$ cat config.mk
export PLATFORM = sky130hd
export DESIGN_NAME = FpSubsystem
export DESIGN_NICKNAME = d
export VERILOG_FILES = /design/src/design/FpTypes.sv /design/src/design/FpClassifier.sv /design/src/design/FpSignUnit.sv /design/src/design/FpComparator.sv /design/src/design/Fp32Unit.sv /design/src/design/FpFlagsCsr.sv /design/src/design/FpSubsystem.sv
export VERILOG_INCLUDE_DIRS = /design/src /design/src/design
export SDC_FILE = /design/constraint.sdc
export NUM_CORES = 1
export LEC_CHECK = 0
export BUFFER_PORTS_ARGS = -buffer_cell sky130_fd_sc_hd__buf_2
export CAP_MARGIN = 30
export CORE_ASPECT_RATIO = 1.2
export CORE_MARGIN = 1
export CORE_UTILIZATION = 51
export DETAILED_ROUTE_END_ITERATION = 10
export PLACE_DENSITY = 0.85
export SLEW_MARGIN = 10
export SYNTH_ARGS = -nofsm -noshare
export SYNTH_HDL_FRONTEND = slang
export SYNTH_SLANG_ARGS = --single-unit
$ cat constraint.sdc
create_clock -name clk -period 10 [get_ports clk]
set_clock_uncertainty 0.05 [all_clocks]
set_input_delay 2 -clock clk [delete_from_list [all_inputs] [get_ports clk]]
set_output_delay 2 -clock clk [all_outputs]
set_load 0.03 [all_outputs]
$ cat src/design/fp_macros.svh
//##################################################
// Single-precision constants: field widths,
// canonical NaN and FCLASS.S mask bit positions
//##################################################
`ifndef FP_MACROS_SVH
`define FP_MACROS_SVH

`define FP_EXP_BITS   8
`define FP_FRAC_BITS  23

// Quiet NaN with zero payload, as produced by FMIN/FMAX
`define FP_CANONICAL_NAN  32'h7fc00000

// Width of the FCLASS.S result mask
`define FP_CLASS_BITS  10

// Bit positions inside the FCLASS.S mask
`define FP_CLASS_NEG_INF        0
`define FP_CLASS_NEG_NORMAL     1
`define FP_CLASS_NEG_SUBNORMAL  2
`define FP_CLASS_NEG_ZERO       3
`define FP_CLASS_POS_ZERO       4
`define FP_CLASS_POS_SUBNORMAL  5
`define FP_CLASS_POS_NORMAL     6
`define FP_CLASS_POS_INF        7
`define FP_CLASS_SIGNALING_NAN  8
`define FP_CLASS_QUIET_NAN      9

`endif

$ cat src/design/FpTypes.sv
//##################################################
// Shared types of the FP unit: unit select,
// sign-injection and compare opcodes, flag set
// and the single-precision field layout
//##################################################
`default_nettype none

`include "fp_macros.svh"

package FpTypes;

    // Operation group, unused encodings give zero results
    typedef enum logic [2:0] {
        FpUnitType_Move       = 3'd0,  // FMV.X.W and FMV.W.X
        FpUnitType_Classifier = 3'd1,  // FCLASS.S
        FpUnitType_Sign       = 3'd2,  // FSGNJ family
        FpUnitType_Comparator = 3'd3   // FEQ/FLT/FLE/FMIN/FMAX
    } FpUnitType;

    typedef enum logic [1:0] {
        FpSignOp_Sgnj  = 2'd0,
        FpSignOp_Sgnjn = 2'd1,
        FpSignOp_Sgnjx = 2'd2
    } FpSignOp;

    typedef enum logic [2:0] {
        FpCmpOp_Eq  = 3'd0,
        FpCmpOp_Lt  = 3'd1,
        FpCmpOp_Le  = 3'd2,
        FpCmpOp_Min = 3'd3,
        FpCmpOp_Max = 3'd4
    } FpCmpOp;

    // Same bit order as the fflags field of fcsr
    typedef struct packed {
        logic invalid;    // NV
        logic divByZero;  // DZ
        logic overflow;   // OF
        logic underflow;  // UF
        logic inexact;    // NX
    } fflags_t;

    typedef struct packed {
        logic                     sign;
        logic [`FP_EXP_BITS-1:0]  exponent;
        logic [`FP_FRAC_BITS-1:0] fraction;
    } fp32_t;

endpackage

`default_nettype wire

$ cat src/design/FpClassifier.sv
//##################################################
// FCLASS.S decoder, one-hot ten-bit class mask
//##################################################
`timescale 1ns/1ps
`default_nettype none

`include "fp_macros.svh"

module FpClassifier import FpTypes::*; (
    input  logic [31:0]               value,
    output logic [`FP_CLASS_BITS-1:0] classMask
);

    fp32_t x;
    logic  expAllOnes;
    logic  expZero;
    logic  fracZero;

    assign x          = value;
    assign expAllOnes = (x.exponent == {`FP_EXP_BITS{1'b1}});
    assign expZero    = (x.exponent == '0);
    assign fracZero   = (x.fraction == '0);

    always_comb begin
        classMask = '0;
        if (expAllOnes && !fracZero) begin
            // MSB of the fraction separates quiet from signaling NaN
            if (x.fraction[`FP_FRAC_BITS-1])
                classMask[`FP_CLASS_QUIET_NAN] = 1'b1;
            else
                classMask[`FP_CLASS_SIGNALING_NAN] = 1'b1;
        end else if (expAllOnes) begin
            classMask[x.sign ? `FP_CLASS_NEG_INF : `FP_CLASS_POS_INF] = 1'b1;
        end else if (expZero && fracZero) begin
            classMask[x.sign ? `FP_CLASS_NEG_ZERO : `FP_CLASS_POS_ZERO] = 1'b1;
        end else if (expZero) begin
            classMask[x.sign ? `FP_CLASS_NEG_SUBNORMAL : `FP_CLASS_POS_SUBNORMAL] = 1'b1;
        end else begin
            classMask[x.sign ? `FP_CLASS_NEG_NORMAL : `FP_CLASS_POS_NORMAL] = 1'b1;
        end
    end

endmodule

`default_nettype wire

$ cat src/design/FpSignUnit.sv
//##################################################
// Sign injection for FSGNJ, FSGNJN and FSGNJX
//##################################################
`timescale 1ns/1ps
`default_nettype none

module FpSignUnit import FpTypes::*; (
    input  FpSignOp     op,
    input  logic [31:0] fpSrc1,
    input  logic [31:0] fpSrc2,
    output logic [31:0] fpResult
);

    fp32_t src1;
    fp32_t src2;
    logic  newSign;

    assign src1 = fpSrc1;
    assign src2 = fpSrc2;

    always_comb begin
        unique case (op)
            FpSignOp_Sgnj:  newSign = src2.sign;
            FpSignOp_Sgnjn: newSign = ~src2.sign;
            FpSignOp_Sgnjx: newSign = src1.sign ^ src2.sign;
            default:        newSign = src1.sign;  // Unused encoding keeps sign
        endcase
    end

    // Magnitude passes through untouched, NaN payloads included
    assign fpResult = {newSign, src1.exponent, src1.fraction};

endmodule

`default_nettype wire

$ cat src/design/FpComparator.sv
//##################################################
// FEQ/FLT/FLE and FMIN/FMAX with RISC-V NaN rules
// and invalid flag generation
//##################################################
`timescale 1ns/1ps
`default_nettype none

`include "fp_macros.svh"

module FpComparator import FpTypes::*; (
    input  FpCmpOp      op,
    input  logic [31:0] fpSrc1,
    input  logic [31:0] fpSrc2,
    output logic [31:0] intResult,
    output logic [31:0] fpResult,
    output fflags_t     flags
);

    fp32_t a;
    fp32_t b;
    logic  aNan, bNan;
    logic  aSnan, bSnan;
    logic  anyNan, anySnan;
    logic  bothZero;
    logic  magLess;
    logic  totalLess;  // -0 ordered below +0
    logic  equal;
    logic  less;       // IEEE less-than, zeros equal

    assign a = fpSrc1;
    assign b = fpSrc2;

    assign aNan    = (a.exponent == {`FP_EXP_BITS{1'b1}}) && (a.fraction != '0);
    assign bNan    = (b.exponent == {`FP_EXP_BITS{1'b1}}) && (b.fraction != '0);
    assign aSnan   = aNan && !a.fraction[`FP_FRAC_BITS-1];
    assign bSnan   = bNan && !b.fraction[`FP_FRAC_BITS-1];
    assign anyNan  = aNan || bNan;
    assign anySnan = aSnan || bSnan;

    assign bothZero  = (fpSrc1[30:0] == '0) && (fpSrc2[30:0] == '0);
    assign magLess   = fpSrc1[30:0] < fpSrc2[30:0];
    assign totalLess = (a.sign != b.sign) ? a.sign :
                       (a.sign ? (fpSrc2[30:0] < fpSrc1[30:0]) : magLess);
    assign equal     = (fpSrc1 == fpSrc2) || bothZero;
    assign less      = totalLess && !bothZero;

    always_comb begin
        intResult = '0;
        fpResult  = '0;
        flags     = '0;
        unique case (op)
            FpCmpOp_Eq: begin
                intResult[0]  = equal && !anyNan;
                flags.invalid = anySnan;  // Quiet NaN compares silently
            end
            FpCmpOp_Lt: begin
                intResult[0]  = less && !anyNan;
                flags.invalid = anyNan;
            end
            FpCmpOp_Le: begin
                intResult[0]  = (less || equal) && !anyNan;
                flags.invalid = anyNan;
            end
            FpCmpOp_Min, FpCmpOp_Max: begin
                if (aNan && bNan)
                    fpResult = `FP_CANONICAL_NAN;
                else if (aNan)
                    fpResult = fpSrc2;
                else if (bNan)
                    fpResult = fpSrc1;
                else if (op == FpCmpOp_Min)
                    fpResult = totalLess ? fpSrc1 : fpSrc2;
                else
                    fpResult = totalLess ? fpSrc2 : fpSrc1;
                flags.invalid = anySnan;
            end
            default: ;  // Unused encodings give zeros
        endcase
    end

endmodule

`default_nettype wire

$ cat src/design/Fp32Unit.sv
//##################################################
// FP operation dispatch: submodule instances,
// result select by unit and one-cycle output stage
//##################################################
`timescale 1ns/1ps
`default_nettype none

`include "fp_macros.svh"

module Fp32Unit import FpTypes::*; (
    input  logic        clk,
    input  logic        reset,
    input  logic        issue,
    input  FpUnitType   unit,
    input  FpSignOp     signOp,
    input  FpCmpOp      cmpOp,
    input  logic [31:0] intSrc,
    input  logic [31:0] fpSrc1,
    input  logic [31:0] fpSrc2,
    output logic        resultValid,
    output logic [31:0] intResult,
    output logic [31:0] fpResult,
    output logic        writeFlags,
    output fflags_t     flagsValue
);

    logic [`FP_CLASS_BITS-1:0] classMask;
    logic [31:0]               fpResultSign;
    logic [31:0]               intResultCmp;
    logic [31:0]               fpResultCmp;
    fflags_t                   flagsCmp;

    logic [31:0] nextIntResult;
    logic [31:0] nextFpResult;
    logic        nextWriteFlags;
    fflags_t     nextFlagsValue;

    FpClassifier i_FpClassifier (
        .value     (fpSrc1),
        .classMask (classMask)
    );

    FpSignUnit i_FpSignUnit (
        .op       (signOp),
        .fpSrc1   (fpSrc1),
        .fpSrc2   (fpSrc2),
        .fpResult (fpResultSign)
    );

    FpComparator i_FpComparator (
        .op        (cmpOp),
        .fpSrc1    (fpSrc1),
        .fpSrc2    (fpSrc2),
        .intResult (intResultCmp),
        .fpResult  (fpResultCmp),
        .flags     (flagsCmp)
    );

    always_comb begin
        nextIntResult  = '0;
        nextFpResult   = '0;
        nextWriteFlags = 1'b0;
        nextFlagsValue = '0;
        unique case (unit)
            FpUnitType_Move: begin
                nextIntResult = fpSrc1;  // FMV.X.W
                nextFpResult  = intSrc;  // FMV.W.X
            end
            FpUnitType_Classifier: begin
                nextIntResult = {{(32 - `FP_CLASS_BITS){1'b0}}, classMask};
            end
            FpUnitType_Sign: begin
                nextFpResult = fpResultSign;
            end
            FpUnitType_Comparator: begin
                nextIntResult  = intResultCmp;
                nextFpResult   = fpResultCmp;
                nextWriteFlags = 1'b1;
                nextFlagsValue = flagsCmp;
            end
            default: ;  // Reserved units produce nothing
        endcase
    end

    // Outputs live for one cycle only, zero otherwise
    always_ff @(posedge clk) begin
        if (reset) begin
            resultValid <= 1'b0;
            writeFlags  <= 1'b0;
            intResult   <= '0;
            fpResult    <= '0;
            flagsValue  <= '0;
        end else begin
            resultValid <= issue;
            writeFlags  <= issue && nextWriteFlags;
            intResult   <= issue ? nextIntResult : '0;
            fpResult    <= issue ? nextFpResult : '0;
            flagsValue  <= issue ? nextFlagsValue : '0;
        end
    end

endmodule

`default_nettype wire

$ cat src/design/FpFlagsCsr.sv
//##################################################
// Accrued exception flags (fflags part of fcsr)
// with sticky update and software overwrite
//##################################################
`timescale 1ns/1ps
`default_nettype none

module FpFlagsCsr import FpTypes::*; (
    input  logic    clk,
    input  logic    reset,
    input  logic    writeFlags,    // Strobe from the FP unit
    input  fflags_t flagsValue,
    input  logic    csrWrite,      // Software write strobe
    input  fflags_t csrWriteData,
    output fflags_t fflags
);

    fflags_t accrued;
    fflags_t merged;

    // Flags are sticky, new bits only add to the old ones
    assign merged = accrued | flagsValue;

    always_ff @(posedge clk) begin
        if (reset) begin
            accrued <= '0;
        end else if (csrWrite) begin
            accrued <= csrWriteData;  // Wins over a same-edge accrual
        end else if (writeFlags) begin
            accrued <= merged;
        end
    end

    assign fflags = accrued;

endmodule

`default_nettype wire

$ cat src/design/FpSubsystem.sv
//##################################################
// Top level: FP unit and its accrued flag register
//##################################################
`timescale 1ns/1ps
`default_nettype none

module FpSubsystem import FpTypes::*; (
    input  logic        clk,
    input  logic        reset,
    input  logic        issue,
    input  FpUnitType   unit,
    input  FpSignOp     signOp,
    input  FpCmpOp      cmpOp,
    input  logic [31:0] intSrc,
    input  logic [31:0] fpSrc1,
    input  logic [31:0] fpSrc2,
    input  logic        csrWrite,
    input  fflags_t     csrWriteData,
    output logic        resultValid,
    output logic [31:0] intResult,
    output logic [31:0] fpResult,
    output fflags_t     fflags
);

    logic    writeFlags;
    fflags_t flagsValue;

    Fp32Unit i_Fp32Unit (
        .clk         (clk),
        .reset       (reset),
        .issue       (issue),
        .unit        (unit),
        .signOp      (signOp),
        .cmpOp       (cmpOp),
        .intSrc      (intSrc),
        .fpSrc1      (fpSrc1),
        .fpSrc2      (fpSrc2),
        .resultValid (resultValid),
        .intResult   (intResult),
        .fpResult    (fpResult),
        .writeFlags  (writeFlags),
        .flagsValue  (flagsValue)
    );

    FpFlagsCsr i_FpFlagsCsr (
        .clk          (clk),
        .reset        (reset),
        .writeFlags   (writeFlags),
        .flagsValue   (flagsValue),
        .csrWrite     (csrWrite),
        .csrWriteData (csrWriteData),
        .fflags       (fflags)
    );

endmodule

`default_nettype wire

=== After elaboration in Yosys (flattened, before gate mapping) ===
Cells that the tools add are included.

* Magnitude comparators: 10
* Equality and inequality tests: 13
* Mux-type cells: 36
* Bitwise operators: 5
* Reduce and logical (&&, ||, !) cells: 41

{| class="wikitable"
|+ Operators by type and width
! kind !! count
|-
| $mux W32 || 7
|-
| $pmux W32 S3 || 2
|-
| $logic_not A31 Y1 || 2
|-
| $lt A31 B31 Y1 || 2
|-
| $reduce_bool A23 Y1 || 2
|-
| $eq A32 B32 Y1 || 1
|-
| $mux W10 || 3
|-
| $logic_not A23 Y1 || 1
|-
| $lt A3 B5 Y1 const B || 4
|-
| $logic_and A1 B1 Y1 || 17
|-
| $demux W1 S4 || 4
|-
| $eq A8 B8 Y1 const B || 2
|-
| $eq A3 B2 Y1 const B || 4
|-
| $ge A3 B1 Y1 const B || 4
|-
| $mux W3 || 4
|-
| $mux W5 || 2
|-
| $mux W1 || 9
|-
| $logic_not A8 Y1 || 1
|-
| $mux W8 || 1
|-
| $eq A3 B1 Y1 const B || 2
|-
| $logic_not A3 Y1 || 2
|-
| $pmux W1 S3 || 2
|-
| $reduce_or A2 Y1 || 3
|-
| $reduce_or A3 Y1 || 2
|-
| 13 further kinds || 22
|}

* Register bits: 76
* Bits of input ports: 113
* Output and inout bits: 70
* Logic and storage cells: 119

=== Longest topological paths before layout ===
Gate-level depths: netlist (run 1).

* Depth in word-level cells: 10
* Mapped depth: 12
* Depth with buffers taken out: 11

=== By module ===
A second synthesis (run 1) with hierarchy kept.

* Cell total of the unflattened synthesis: 716
* Area, all modules: 5789.3 µm²

{| class="wikitable"
|+ By module, submodules not included
! module !! times used !! cells an instance !! area each (µm²) !! sequential area each (µm²)
|-
| Fp32Unit || 1 || 327 || 3020.4 || 1421.4
|-
| FpComparator || 1 || 302 || 2025.7 || 0.0
|-
| FpSignUnit || 1 || 37 || 276.5 || 0.0
|-
| FpFlagsCsr || 1 || 21 || 242.7 || 100.1
|-
| FpClassifier || 1 || 29 || 224.0 || 0.0
|}

=== Least setup slack after synthesis (run 1) ===
Ideal clock, no wire load.

* Kind: input port to flip-flop
* Start point: input port fpSrc1[29]
* End point: register i_Fp32Unit.fpResult[10]
* Setup time: 134 ps
* Data arrival time: 4462 ps
* Slack: 5354 ps
* Cell stages on the path: 11
* Cell sequence: inv_1 -> ha_1 -> nand4_2 -> or4_1 -> a311oi_2 -> nor3_1 -> or3_1 -> a31oi_4 -> buf_6 -> mux2i_1 -> o22ai_1

* Word-level cells in the longest chain between the ends: 10
* Elaborated cells between the ends (all ways): 15
* Those cells by class: order compare (2); eq/ne (1); mux (10); reduce/logical (2)

{| class="wikitable"
|+ Ends and longest elaborated chain
! element !! line !! source
|-
| start, declared || FpSubsystem.sv:15 || <nowiki>input logic [31:0] fpSrc1,</nowiki>
|-
| $lt A31 B31 Y1 (on tied branches) || FpComparator.sv:41, FpComparator.sv:43 ||
|-
| $mux W1 || FpComparator.sv:43 || <nowiki>(a.sign ? (fpSrc2[30:0] < fpSrc1[30:0]) : magLess);</nowiki>
|-
| $mux W1 || FpComparator.sv:42 || <nowiki>assign totalLess = (a.sign != b.sign) ? a.sign :</nowiki>
|-
| $mux W32 (on tied branches) || FpComparator.sv:74, FpComparator.sv:72 ||
|-
| $mux W32 || FpComparator.sv:71 || <nowiki>else if (op == FpCmpOp_Min)</nowiki>
|-
| $mux W32 || FpComparator.sv:69 || <nowiki>else if (bNan)</nowiki>
|-
| $mux W32 || FpComparator.sv:67 || <nowiki>else if (aNan)</nowiki>
|-
| $mux W32 (*) || FpComparator.sv:65 || <nowiki>if (aNan && bNan)</nowiki>
|-
| $mux W32 (*) || FpComparator.sv:51 || <nowiki>unique case (op)</nowiki>
|-
| $pmux W32 S3 (*) || Fp32Unit.sv:64 || <nowiki>unique case (unit)</nowiki>
|-
| end signal, assigned || Fp32Unit.sv:97 || <nowiki>fpResult <= issue ? nextFpResult : '0;</nowiki>
|-
| end, declared || Fp32Unit.sv:22 || <nowiki>output logic [31:0] fpResult,</nowiki>
|}

Every way passes the cells marked *; elsewhere a longest branch is shown, timed or not.
A chain may end at the register's enable or synchronous reset.

=== Worst setup path after layout (run 1) ===
* Start point: input port fpSrc1[22]
* End point: register i_Fp32Unit.fpResult[3]

Same word-level chain as after synthesis.

==> results of run 1 <==
-- worst register-to-register path, stage by stage (launching register included) --
cell     delay [ns]
dfxtp_1        0.30
a21oi_1        0.13
nor2_1         0.05
a21oi_1        0.11
nor2_1         0.05
-- power by group --
| part | total [W] | internal, W | switching [W] |
|---|---|---|---|
| registers | 0.000291 | 0.000290 | 0.00000115 |
| clock network | 0.000207 | 0.0000949 | 0.000112 |
| logic | 0.000142 | 0.0000570 | 0.0000852 |
-- cell usage in the layout (no fill, tap or decap), types with 2 or more instances in the layout --
master and instances:
nand2b_1 9, o211ai_1 3, mux2i_1 27, o22ai_1 24, or4_1 2, nand4_1 13, clkinv_2 4, nand3_1 8
a32oi_1 2, nor3_2 2, and3_1 25, clkbuf_8 10, or2_2 3, inv_1 38, buf_4 4, buf_2 182
a211oi_1 4, dfxtp_1 72, nor2_1 32, a21oi_1 26, a21o_1 2, ha_1 33, o211a_1 2, nand2_1 20
o21ai_0 9, a221oi_2 8, nor3_1 7, clkinvlp_4 2, a22oi_1 35, nor4_1 15, a31oi_1 2, or3_1 3
o21ai_1 2
-- final cells by class --
cell class	count	area, sq um
Tap cell	92	115.1
Fill cell	655	2514
Clock inverter	6	35.03
Sequential cell	72	1441
Timing Repair Buffer	187	952.2
Inverter	38	142.6
Multi-Input combinational cell	335	2414
Clock buffer	10	137.6
-- worst paths after layout --
check / startpoint / end / depth (start not counted)
worst max register to register: i_Fp32Unit.flagsValue[4] / i_FpFlagsCsr.fflags[4] / 4
worst min register to register: i_FpFlagsCsr.fflags[2] / i_FpFlagsCsr.fflags[2] / 2
worst min-delay path: i_FpFlagsCsr.fflags[2] / i_FpFlagsCsr.fflags[2] / 2
worst max-delay path: fpSrc1[22] / i_Fp32Unit.fpResult[3] / 12
-- flip-flops by register name (all words and copies together) (netlist names) --
register / count
i_Fp32Unit.flagsValue: 1
i_Fp32Unit.fpResult: 32
i_FpFlagsCsr.fflags: 5
i_Fp32Unit.writeFlags: 1
i_Fp32Unit.intResult: 32
i_Fp32Unit.resultValid: 1
-- routing by layer --
layer | track usage | part of all wire | wire length [microns]
met1 | 0.3447 | 0.40 | 5241
met2 | 0.5492 | 0.50 | 6555
met3 | 0.06579 | 0.067 | 872
met4 | 0.1326 | 0.030 | 391
met5 | 0 | 0 | 0
-- through the flow --
step           power (W)  worst slack [ns]  hold WS, ns
2_1_floorplan  0.0003828             5.354       0.4965
3_3_place_gp   0.0004322             4.502       0.4196
3_5_place_dp   0.0004371             4.373       0.4363
4_1_cts        0.0006427             4.720       0.4565
5_1_grt        0.0006665             4.515       0.4759
6_report       0.0006407             4.659       0.4471
-- logic make-up after synthesis --
group / Yosys count / share of synthesized area
AND/OR/NAND/NOR: 144 / 0.1861
AO/OA/AOI/OAI: 130 / 0.2304
flip-flops: 72 / 0.3515
buffers and inverters: 62 / 0.06317
adder cells (fa/ha/maj): 33 / 0.1007
multiplexers: 27 / 0.06591
XOR/XNOR: 1 / 0.002136
==> run metrics, run 1 <==
DR vias/cell=between 6 and 7; Peak supply drop=between 0.07 and 0.08 mV; PostCTS Resize Cnt=0; setup violators final=0; area delta synth->final=27.74%; Max Cap Viol=0; Synth Cell Area=between 4000 and 5000 sq um; status=finished with violations; H-tree depth=3; Root Driver=clkbuf_8; Crit Path Max Fanout=27; layout cells sized above 1=0.3395; CTS tree=built; unrepaired setup endpoints after global routing=false; Nets=789; Final Hold Fails=0; Post-CTS Setup Bufs=0; peak per-stage delay on the critical path=roughly 0.56 ns; Die Y-Extent=roughly 100 microns; Yosys cell types=47; Commonest cells post-synth=72 x dfxtp_1, 38 x inv_1, 35 x a22oi_1; fraction of registers with async set/reset=0; Yosys reg bits=72; cell accounting for the most synthesized area=dfxtp_1; FP Rows=35; Worst EP required=10.13 ns; die area=roughly 8400 sq um; initial DRC count=about 300; clk sinks=72; Synth top area share=0.3515; Seq/Total Area, Yosys=0.3515; Leak=around 2.7 nW; core box area=around 7800 sq um; post-route ant nets=0; IO Port Bufs=roughly 180; first-pass GRT wire length=roughly 20,000 microns; CP arrival=5.47 ns; CP Buf/Inv Count=3; CP Capture Type=flop; antenna violations before repair=0; ant diodes=0; hold buffer count at cts=0; largest net degree at the start of global routing=between 60 and 70; critical path startpoint category=primary input; Avg Synthesized Cell Area=roughly 9 sq um; Total Wirelength=13,060 microns; Synth Flop Type=dfxtp_1; Detail Placement HPWL=a little under 10,000 microns; setup slack, reg-to-reg=about 9.2 ns; crit path cell chain=buf_2 -> inv_1 -> ha_1 -> nand4_1 -> or4_1 -> a311oi_2 -> nor3_1 -> or3_1 -> a31oi_4 -> buf_4 -> mux2i_1 -> o22ai_1; router iterations before antenna repair=8; Post-DP Area=between 5000 and 6000 sq um; Worst Tran Pin Value=~0.99 ns; grt total ovfl=0; Syn Inst Count=~470; Bufs on Longest Clock Path=2; I/O pins=between 150 and 200; post-route non-filler standard cell count=740; worst setup path category=primary input to flop; post-synthesis net count=roughly 600; DR WL/cell=around 18 microns; Post-Route Utilization=0.6757; CTS clk-pin slew, worst paths=~0.070 ns; post-route cell area=about 5200 sq um; most common cell in the netlist=dfxtp_1; yosys warns=0; slowest CP cell=a31oi_4; Post-synth EDFFs=0; f_max=187.2 MHz; pwr/cell area=around 120 nW/um^2; clock period minus worst slack=roughly 5.3 ns; DRC=26; vias in the first global route=4,285; Initial Util=0.5290; Setup TNS Final=0 ns; worst-case headroom to the max-slew limit=0.3370; die width=between 80 and 90 microns; vias=approximately 4,500; synth top area cells=dfxtp_1 35%, ha_1 10%, mux2i_1 6.6%, a22oi_1 6.4%, and3_1 3.8%; failing checks=design-rule violations; period utilisation layout=0.5341; worst min path class=flop to flop; Placed Instances=723; GRT Resource Usage Total=0.3039; critical path's top delay family=simple AND/OR/NAND/NOR gates; Final Slew Violations=0; total CTS buffers=9; final RePlAce weighted congestion=0.9224; clock latency on the worst-skew pair=~0.35 ns
Power figures use the tool's default switching activity.
==> run 2: changes to the inputs <==
--- a/config.mk
+++ b/config.mk
@@ -10,9 +10,9 @@
 export CAP_MARGIN = 30
 export CORE_ASPECT_RATIO = 1.2
 export CORE_MARGIN = 1
-export CORE_UTILIZATION = 51
+export CORE_UTILIZATION = 48
 export DETAILED_ROUTE_END_ITERATION = 10
-export PLACE_DENSITY = 0.85
+export PLACE_DENSITY = 0.8
 export SLEW_MARGIN = 10
 export SYNTH_ARGS = -nofsm -noshare
 export SYNTH_HDL_FRONTEND = slang
==> constraint.sdc (replaced) <==
create_clock -name clk -period 5 [get_ports clk]
set_clock_uncertainty 0.05 [all_clocks]
set_input_delay 1 -clock clk [delete_from_list [all_inputs] [get_ports clk]]
set_output_delay 1 -clock clk [all_outputs]
set_load 0.03 [all_outputs]
==> run 2 against run 1 <==
  * Highest routed layer unchanged
  * Power grew 120%
  * Largest cell class unchanged
  * Hold slack is essentially flat
  * The flow now finishes without violations
  * Core utilization shrank 2.6 points
  * Wire length shrank 1.7%
  * Via count shrank 0.84%
  * Clock power grew 150%
  * Cell count grew 3.1%
  * Non-clock buffer count grew 1
==> run metrics, run 2 (synthesis gave the netlist of run 1 again) <==
hold buffer count at cts=0 (unchanged); Root Driver=clkbuf_8; grt total ovfl=0 (unchanged); clk sinks=72 (unchanged); die area=8917 sq um (+6.1%); f_max=250.3 MHz; CP Capture Type=flop; Post-DP Area=5101 sq um (+0.94%); final RePlAce weighted congestion=0.9383 (+1.7%); antenna violations before repair=0 (unchanged); setup slack, reg-to-reg=4.18 ns (-5.03 ns); period utilisation layout=0.7990; crit path cell chain=buf_2 -> inv_1 -> ha_1 -> nand4_1 -> or4_1 -> a311oi_2 -> nor3_1 -> or3_1 -> a31oi_4 -> buf_12 -> mux2i_1 -> o22ai_1; DR vias/cell=5.890 (-3.8%); Post-CTS Setup Bufs=0 (unchanged); status=finished, final reports clean; Initial Util=0.5002 (-0.02882); critical path startpoint category=primary input; Final Hold Fails=0 (unchanged); CTS tree=built; peak per-stage delay on the critical path=0.52 ns (-0.04 ns); Crit Path Max Fanout=31 (+15%); clock period minus worst slack=around 4 ns; core box area=8198 sq um (+5.8%); GRT Resource Usage Total=0.2861 (-0.01782); Worst Tran Pin Value=0.9419 ns (-0.04980 ns); Peak supply drop=0.1581 mV (+110%); clock latency on the worst-skew pair=0.35 ns (about the same); first-pass GRT wire length=19,890 microns (-1.4%); FP Rows=36 (+2.9%); Detail Placement HPWL=9877 microns (-0.18%); largest net degree at the start of global routing=45 (-30%); Final Slew Violations=0 (unchanged); initial DRC count=329 (+8.6%); post-route cell area=5330 sq um (+1.8%); Fillers=726 (+11%); commonest non-fill, non-tap cell in the layout=buf_2; Hold WS=0.4466 ns (-0.0004920 ns); router iterations before antenna repair=5 (-3); worst setup path category=primary input to flop; vias in the first global route=4,245 (-0.93%); DR WL/cell=16.82 microns (-4.7%); post-route ant nets=0 (unchanged); DRC=0 (-100%); ant diodes=0 (unchanged); setup violators final=0 (unchanged); Setup TNS Final=0 ns (unchanged); Max Cap Viol=0 (unchanged); layout cells sized above 1=0.3390 (-0.0005231); Nets=790 (+0.13%); I/O pins=183 (unchanged); Leak=2.697 nW (+1.0%); H-tree depth=3 (unchanged); area delta synth->final=30.00%; Worst EP required=5.14 ns (-4.99 ns); Die Y-Extent=103.2 microns (+3.0%); Total Wirelength=12,840 microns (-1.7%); CP arrival=4.13 ns (-1.34 ns); total CTS buffers=9 (unchanged); PostCTS Resize Cnt=0 (unchanged); worst min path class=flop to flop; pwr/cell area=259.1 nW/um^2 (+110%); vias=4,494 (-0.84%); CTS clk-pin slew, worst paths=0.07 ns (about the same); Bufs on Longest Clock Path=2 (unchanged); unrepaired setup endpoints after global routing=false; worst-case headroom to the max-slew limit=0.3703 (+0.03329); slowest CP cell=or4_1; die width=86.37 microns (+3.0%); highest-count cells in the layout ignoring fill and taps=182 x buf_2, 72 x dfxtp_1, 38 x inv_1; IO Port Bufs=182 (unchanged)
==> run 2: changes by cell type in the layout (fill, tap and decap cells not counted), sizes merged <==
cell and delta:
buf +1, clkinv -3, bufinv +2, clkbuf +1
==> run 2: path summary, 6_finish.rpt <==
path                                                from                endpoint  cells past startpoint
worst max-delay path                          fpSrc1[22]  i_Fp32Unit.fpResult[3]                     12
worst min-delay path              i_FpFlagsCsr.fflags[0]  i_FpFlagsCsr.fflags[0]                      2
worst max register to register  i_Fp32Unit.flagsValue[4]  i_FpFlagsCsr.fflags[4]                      4
worst min register to register    i_FpFlagsCsr.fflags[0]  i_FpFlagsCsr.fflags[0]                      2
==> run 2: final cells by class <==
| type | instances | area, sq um | share of cell area |
|---|---|---|---|
| Multi-Input combinational cell | 335 | 2414 | 0.4528 |
| Sequential cell | 72 | 1441 | 0.2704 |
| Timing Repair Buffer | 188 | 968.4 | 0.1817 |
| Inverter | 38 | 142.6 | 0.02676 |
| Tap cell | 114 | 142.6 | 0.02676 |
| Clock buffer | 11 | 141.4 | 0.02653 |
| Clock inverter | 5 | 80.08 | 0.01502 |
==> run 2: per-layer routing <==
metal	routed length [microns]	GRT usage	up-vias
met4	308	0.1179	0
met2	6548	0.5195	224
met3	998	0.05317	27
met5	0	0	-
li1	-	-	2113
met1	4982	0.3319	2130
==> run 2: worst max-delay path, delay by kind of cell <==
family / cells / cell delay (ns)
adders and majority gates: 1 / 0.33
muxes: 1 / 0.22
AOI/OAI and AO/OA: 3 / 0.85
buffers and inverters: 3 / 0.57
and+or+nand+nor: 4 / 1.14
==> run 2: report_power, final <==
group,internal [W],switching (W),total [W]
registers,0.000581,0.00000235,0.000583
clock network,0.000294,0.000220,0.000513
logic,0.000117,0.000168,0.000285
==> run 2: stage by stage <==
stage	power (W)	cells	worst slack [ns]	util
after detailed placement	0.0008767	746	0.6585	0.6223
after global routing	0.001441	763	0.8265	0.6502
after CTS	0.001382	762	1.019	0.6493
final	0.001381	763	1.005	0.6502
after floorplan	0.0007655	469	1.354	-
after global placement	0.0008677	746	0.7529	0.6223
==> run 3: changes to the inputs <==
--- a/config.mk
+++ b/config.mk
@@ -6,11 +6,12 @@
 export SDC_FILE = /design/constraint.sdc
 export NUM_CORES = 1
 export LEC_CHECK = 0
+export ABC_AREA = 1
 export BUFFER_PORTS_ARGS = -buffer_cell sky130_fd_sc_hd__buf_2
 export CAP_MARGIN = 30
 export CORE_ASPECT_RATIO = 1.2
 export CORE_MARGIN = 1
-export CORE_UTILIZATION = 48
+export CORE_UTILIZATION = 49
 export DETAILED_ROUTE_END_ITERATION = 10
 export PLACE_DENSITY = 0.8
 export SLEW_MARGIN = 10
==> constraint.sdc (replaced) <==
create_clock -name clk -period 4.09 [get_ports clk]
set_clock_uncertainty 0.05 [all_clocks]
set_input_delay 0.818 -clock clk [delete_from_list [all_inputs] [get_ports clk]]
set_output_delay 0.818 -clock clk [all_outputs]
set_load 0.03 [all_outputs]
==> run 3 against run 2 <==
  * Worst setup slack improved by 0.010 ns
  * First-iteration DRC count rose by 32%
  * Global-route usage rose by 2.2 points
  * Synthesized cell count rose by 43%
  * Critical path type unchanged
==> run metrics, run 3 <==
status=finished, final reports clean; cell accounting for the most synthesized area=dfxtp_1; crit path cell chain=buf_2 -> inv_1 -> ha_1 -> nand2_1 -> inv_1 -> a21oi_1 -> nand2_1 -> nand2_1 -> nand2_1 -> nand2_1 -> nand2_1 -> nand3_1 -> nand2_1 -> nand2_1 -> nand3_2 -> nand2_2 -> buf_12 -> nand2_1 -> o21ai_1 -> nand2_1 -> a21oi_1; post-synthesis net count=818 (+33%); grt total ovfl=0 (unchanged); Bufs on Longest Clock Path=2 (unchanged); Final Slew Violations=0 (unchanged); Setup crit start=fpSrc1[6]; clk sinks=72 (unchanged); critical path startpoint category=primary input; post-route ant nets=0 (unchanged); vias=5,227 (+16%); DR WL/cell=14.79 microns (-12%); f_max=~330 MHz; Post-CTS Setup Bufs=0 (unchanged); Worst Hold Launch=i_Fp32Unit.writeFlags; yosys warns=0 (unchanged); post-route cell area=5599 sq um (+5.0%); period utilisation layout=0.7517; ant diodes=0 (unchanged); worst min path class=flop to flop; CTS clk-pin slew, worst paths=0.07 ns (about the same); worst setup path category=primary input to flop; CTS tree=built; Detail Placement HPWL=10,840 microns (+9.7%); DR vias/cell=5.400 (-8.3%); Worst path most repeated cell=nand2_1; Seq/Total Area, Yosys=0.3286 (-0.02296); Crit Path Max Fanout=26 (-16%); clock period minus worst slack=between 3 and 4 ns; final RePlAce weighted congestion=0.9196 (-2.0%); area delta synth->final=27.64%; Die Y-Extent=105.7 microns (+2.3%); core box area=8611 sq um (+5.0%); Final Hold Fails=0 (unchanged); setup violators final=0 (unchanged); r2r startpoint=i_FpFlagsCsr.fflags[2]; vias in the first global route=4,801 (+13%); Avg Synthesized Cell Area=6.528 sq um (-25%); highest-count cells in the layout ignoring fill and taps=182 x buf_2, 150 x nand2_1, 115 x inv_1; worst-case headroom to the max-slew limit=0.3971 (+0.02675); Post-DP Area=5415 sq um (+6.2%); Worst EP required=4.31 ns (-0.83 ns); peak per-stage delay on the critical path=0.28 ns (-0.24 ns); initial DRC count=433 (+32%); most common cell in the netlist=nand2_1; Initial Util=0.5094 (+0.009292); Setup TNS Final=0 ns (unchanged); Commonest cells post-synth=151 x nand2_1, 115 x inv_1, 72 x dfxtp_1; unrepaired setup endpoints after global routing=false; Max Cap Viol=0 (unchanged); PostCTS Resize Cnt=0 (unchanged); synth top area cells=dfxtp_1 33%, nand2_1 13%, inv_1 9.8%, ha_1 9.4%, nand3_1 6.8%; DRC=0 (unchanged); slowest CP cell=nand2_2; overall power=0.001643 W (+19%); Leak=2.909 nW (+7.8%); hold buffer count at cts=0 (unchanged); Syn Inst Count=672 (+43%); CP arrival=3.30 ns (-0.83 ns); fraction of registers with async set/reset=0 (unchanged); Worst Tran Pin Value=0.9044 ns (-0.03748 ns); IO Port Bufs=182 (unchanged); layout cells sized above 1=0.2456 (-0.09339); I/O pins=183 (unchanged); H-tree depth=3 (unchanged); Synth top area share=0.3286 (-0.02296); largest net degree at the start of global routing=36 (-20%); first-pass GRT wire length=22,030 microns (+11%); Post-synth EDFFs=0 (unchanged); Synth Flop Type=dfxtp_1; antenna violations before repair=0 (unchanged); router iterations before antenna repair=5 (unchanged); Synth Cell Area=4387 sq um (+7.0%); Yosys reg bits=72 (unchanged); Root Driver=clkbuf_8; CP Capture Type=flop; Total Wirelength=14,320 microns (+12%); Yosys cell types=30 (-36%); die area=9337 sq um (+4.7%); commonest non-fill, non-tap cell in the layout=buf_2; clock latency on the worst-skew pair=0.35 ns (about the same); die width=88.38 microns (+2.3%); total CTS buffers=9 (unchanged); Nets=992 (+26%); Peak supply drop=0.1428 mV (-9.6%); FP Rows=37 (+2.8%); pwr/cell area=293.4 nW/um^2 (+13%); GRT Resource Usage Total=0.3080 (+0.02186)
[run 3: changes by cell type in the layout (fill, tap and decap cells not counted), moves of 9 or more]
cell	previous run	this run
nand3_1	8	60
a22oi_1	35	0
inv_1	38	115
a21oi_1	26	49
o22ai_1	24	4
mux2i_1	27	0
nand2_1	20	150
o21ai_0	9	39
and3_1	25	0
nor3_1	7	31
nand2b_1	9	0
[run 3: logic make-up (layout without fill, tap and decap cells)]
logic type	count (synthesis)	in the layout	share of synthesized area
simple gates	311	311	0.3112
fa+ha+maj	33	33	0.09413
compound gates	113	113	0.1386
buf+inv	143	322	0.1275
flops	72	72	0.3286
[run 3: worst paths after layout]
check                                          endpoint  slack (ns)  depth (start not counted)
worst max-delay path            i_Fp32Unit.fpResult[27]        1.02                         21
worst min-delay path             i_FpFlagsCsr.fflags[4]        0.39                          2
worst max register to register   i_FpFlagsCsr.fflags[2]        3.35                          2
worst min register to register   i_FpFlagsCsr.fflags[4]        0.39                          2
[run 3: per-stage QoR]
stage / setup WS, ns / hold slack (ns) / instances / util
3_3_place_gp: 0.7891 / 0.3775 / 950 / 0.6248
6_report: 1.015 / 0.3912 / 968 / 0.6502
5_1_grt: 0.8879 / 0.4428 / 968 / 0.6502
3_5_place_dp: 0.7295 / 0.3848 / 952 / 0.6289
2_1_floorplan: 1.404 / 0.3649 / 672 / -
4_1_cts: 1.107 / 0.3939 / 968 / 0.6502
[run 3: cell type report]
class,instances,area (sq um)
inverters,116,435.4
repair buffers,190,1003
clock buffers,13,168.9
multi-input cells,457,2389
flip-flops and latches,72,1441
well taps,117,146.4
clock inverters,3,15.01
fillers,829,3012
[run 3: where the power goes]
part / internal, W / switching, W
clock network: 0.000267 / 0.000266
logic: 0.000136 / 0.000253
registers: 0.000715 / 0.00000500
total: 0.00112 / 0.000524
[run 3: layer usage]
metal | part of all wire | GRT usage
met2 | 0.50 | 0.5352
met1 | 0.40 | 0.3460
met5 | 0 | 0
met4 | 0.035 | 0.1740
met3 | 0.072 | 0.05403
[run 3: worst max-delay path, delay by kind of cell]
kind / cells / cell delay [ns]
AOI/OAI and AO/OA: 3 / 0.47
adders and majority gates: 1 / 0.27
buffers and inverters: 4 / 0.50
and+or+nand+nor: 13 / 1.22
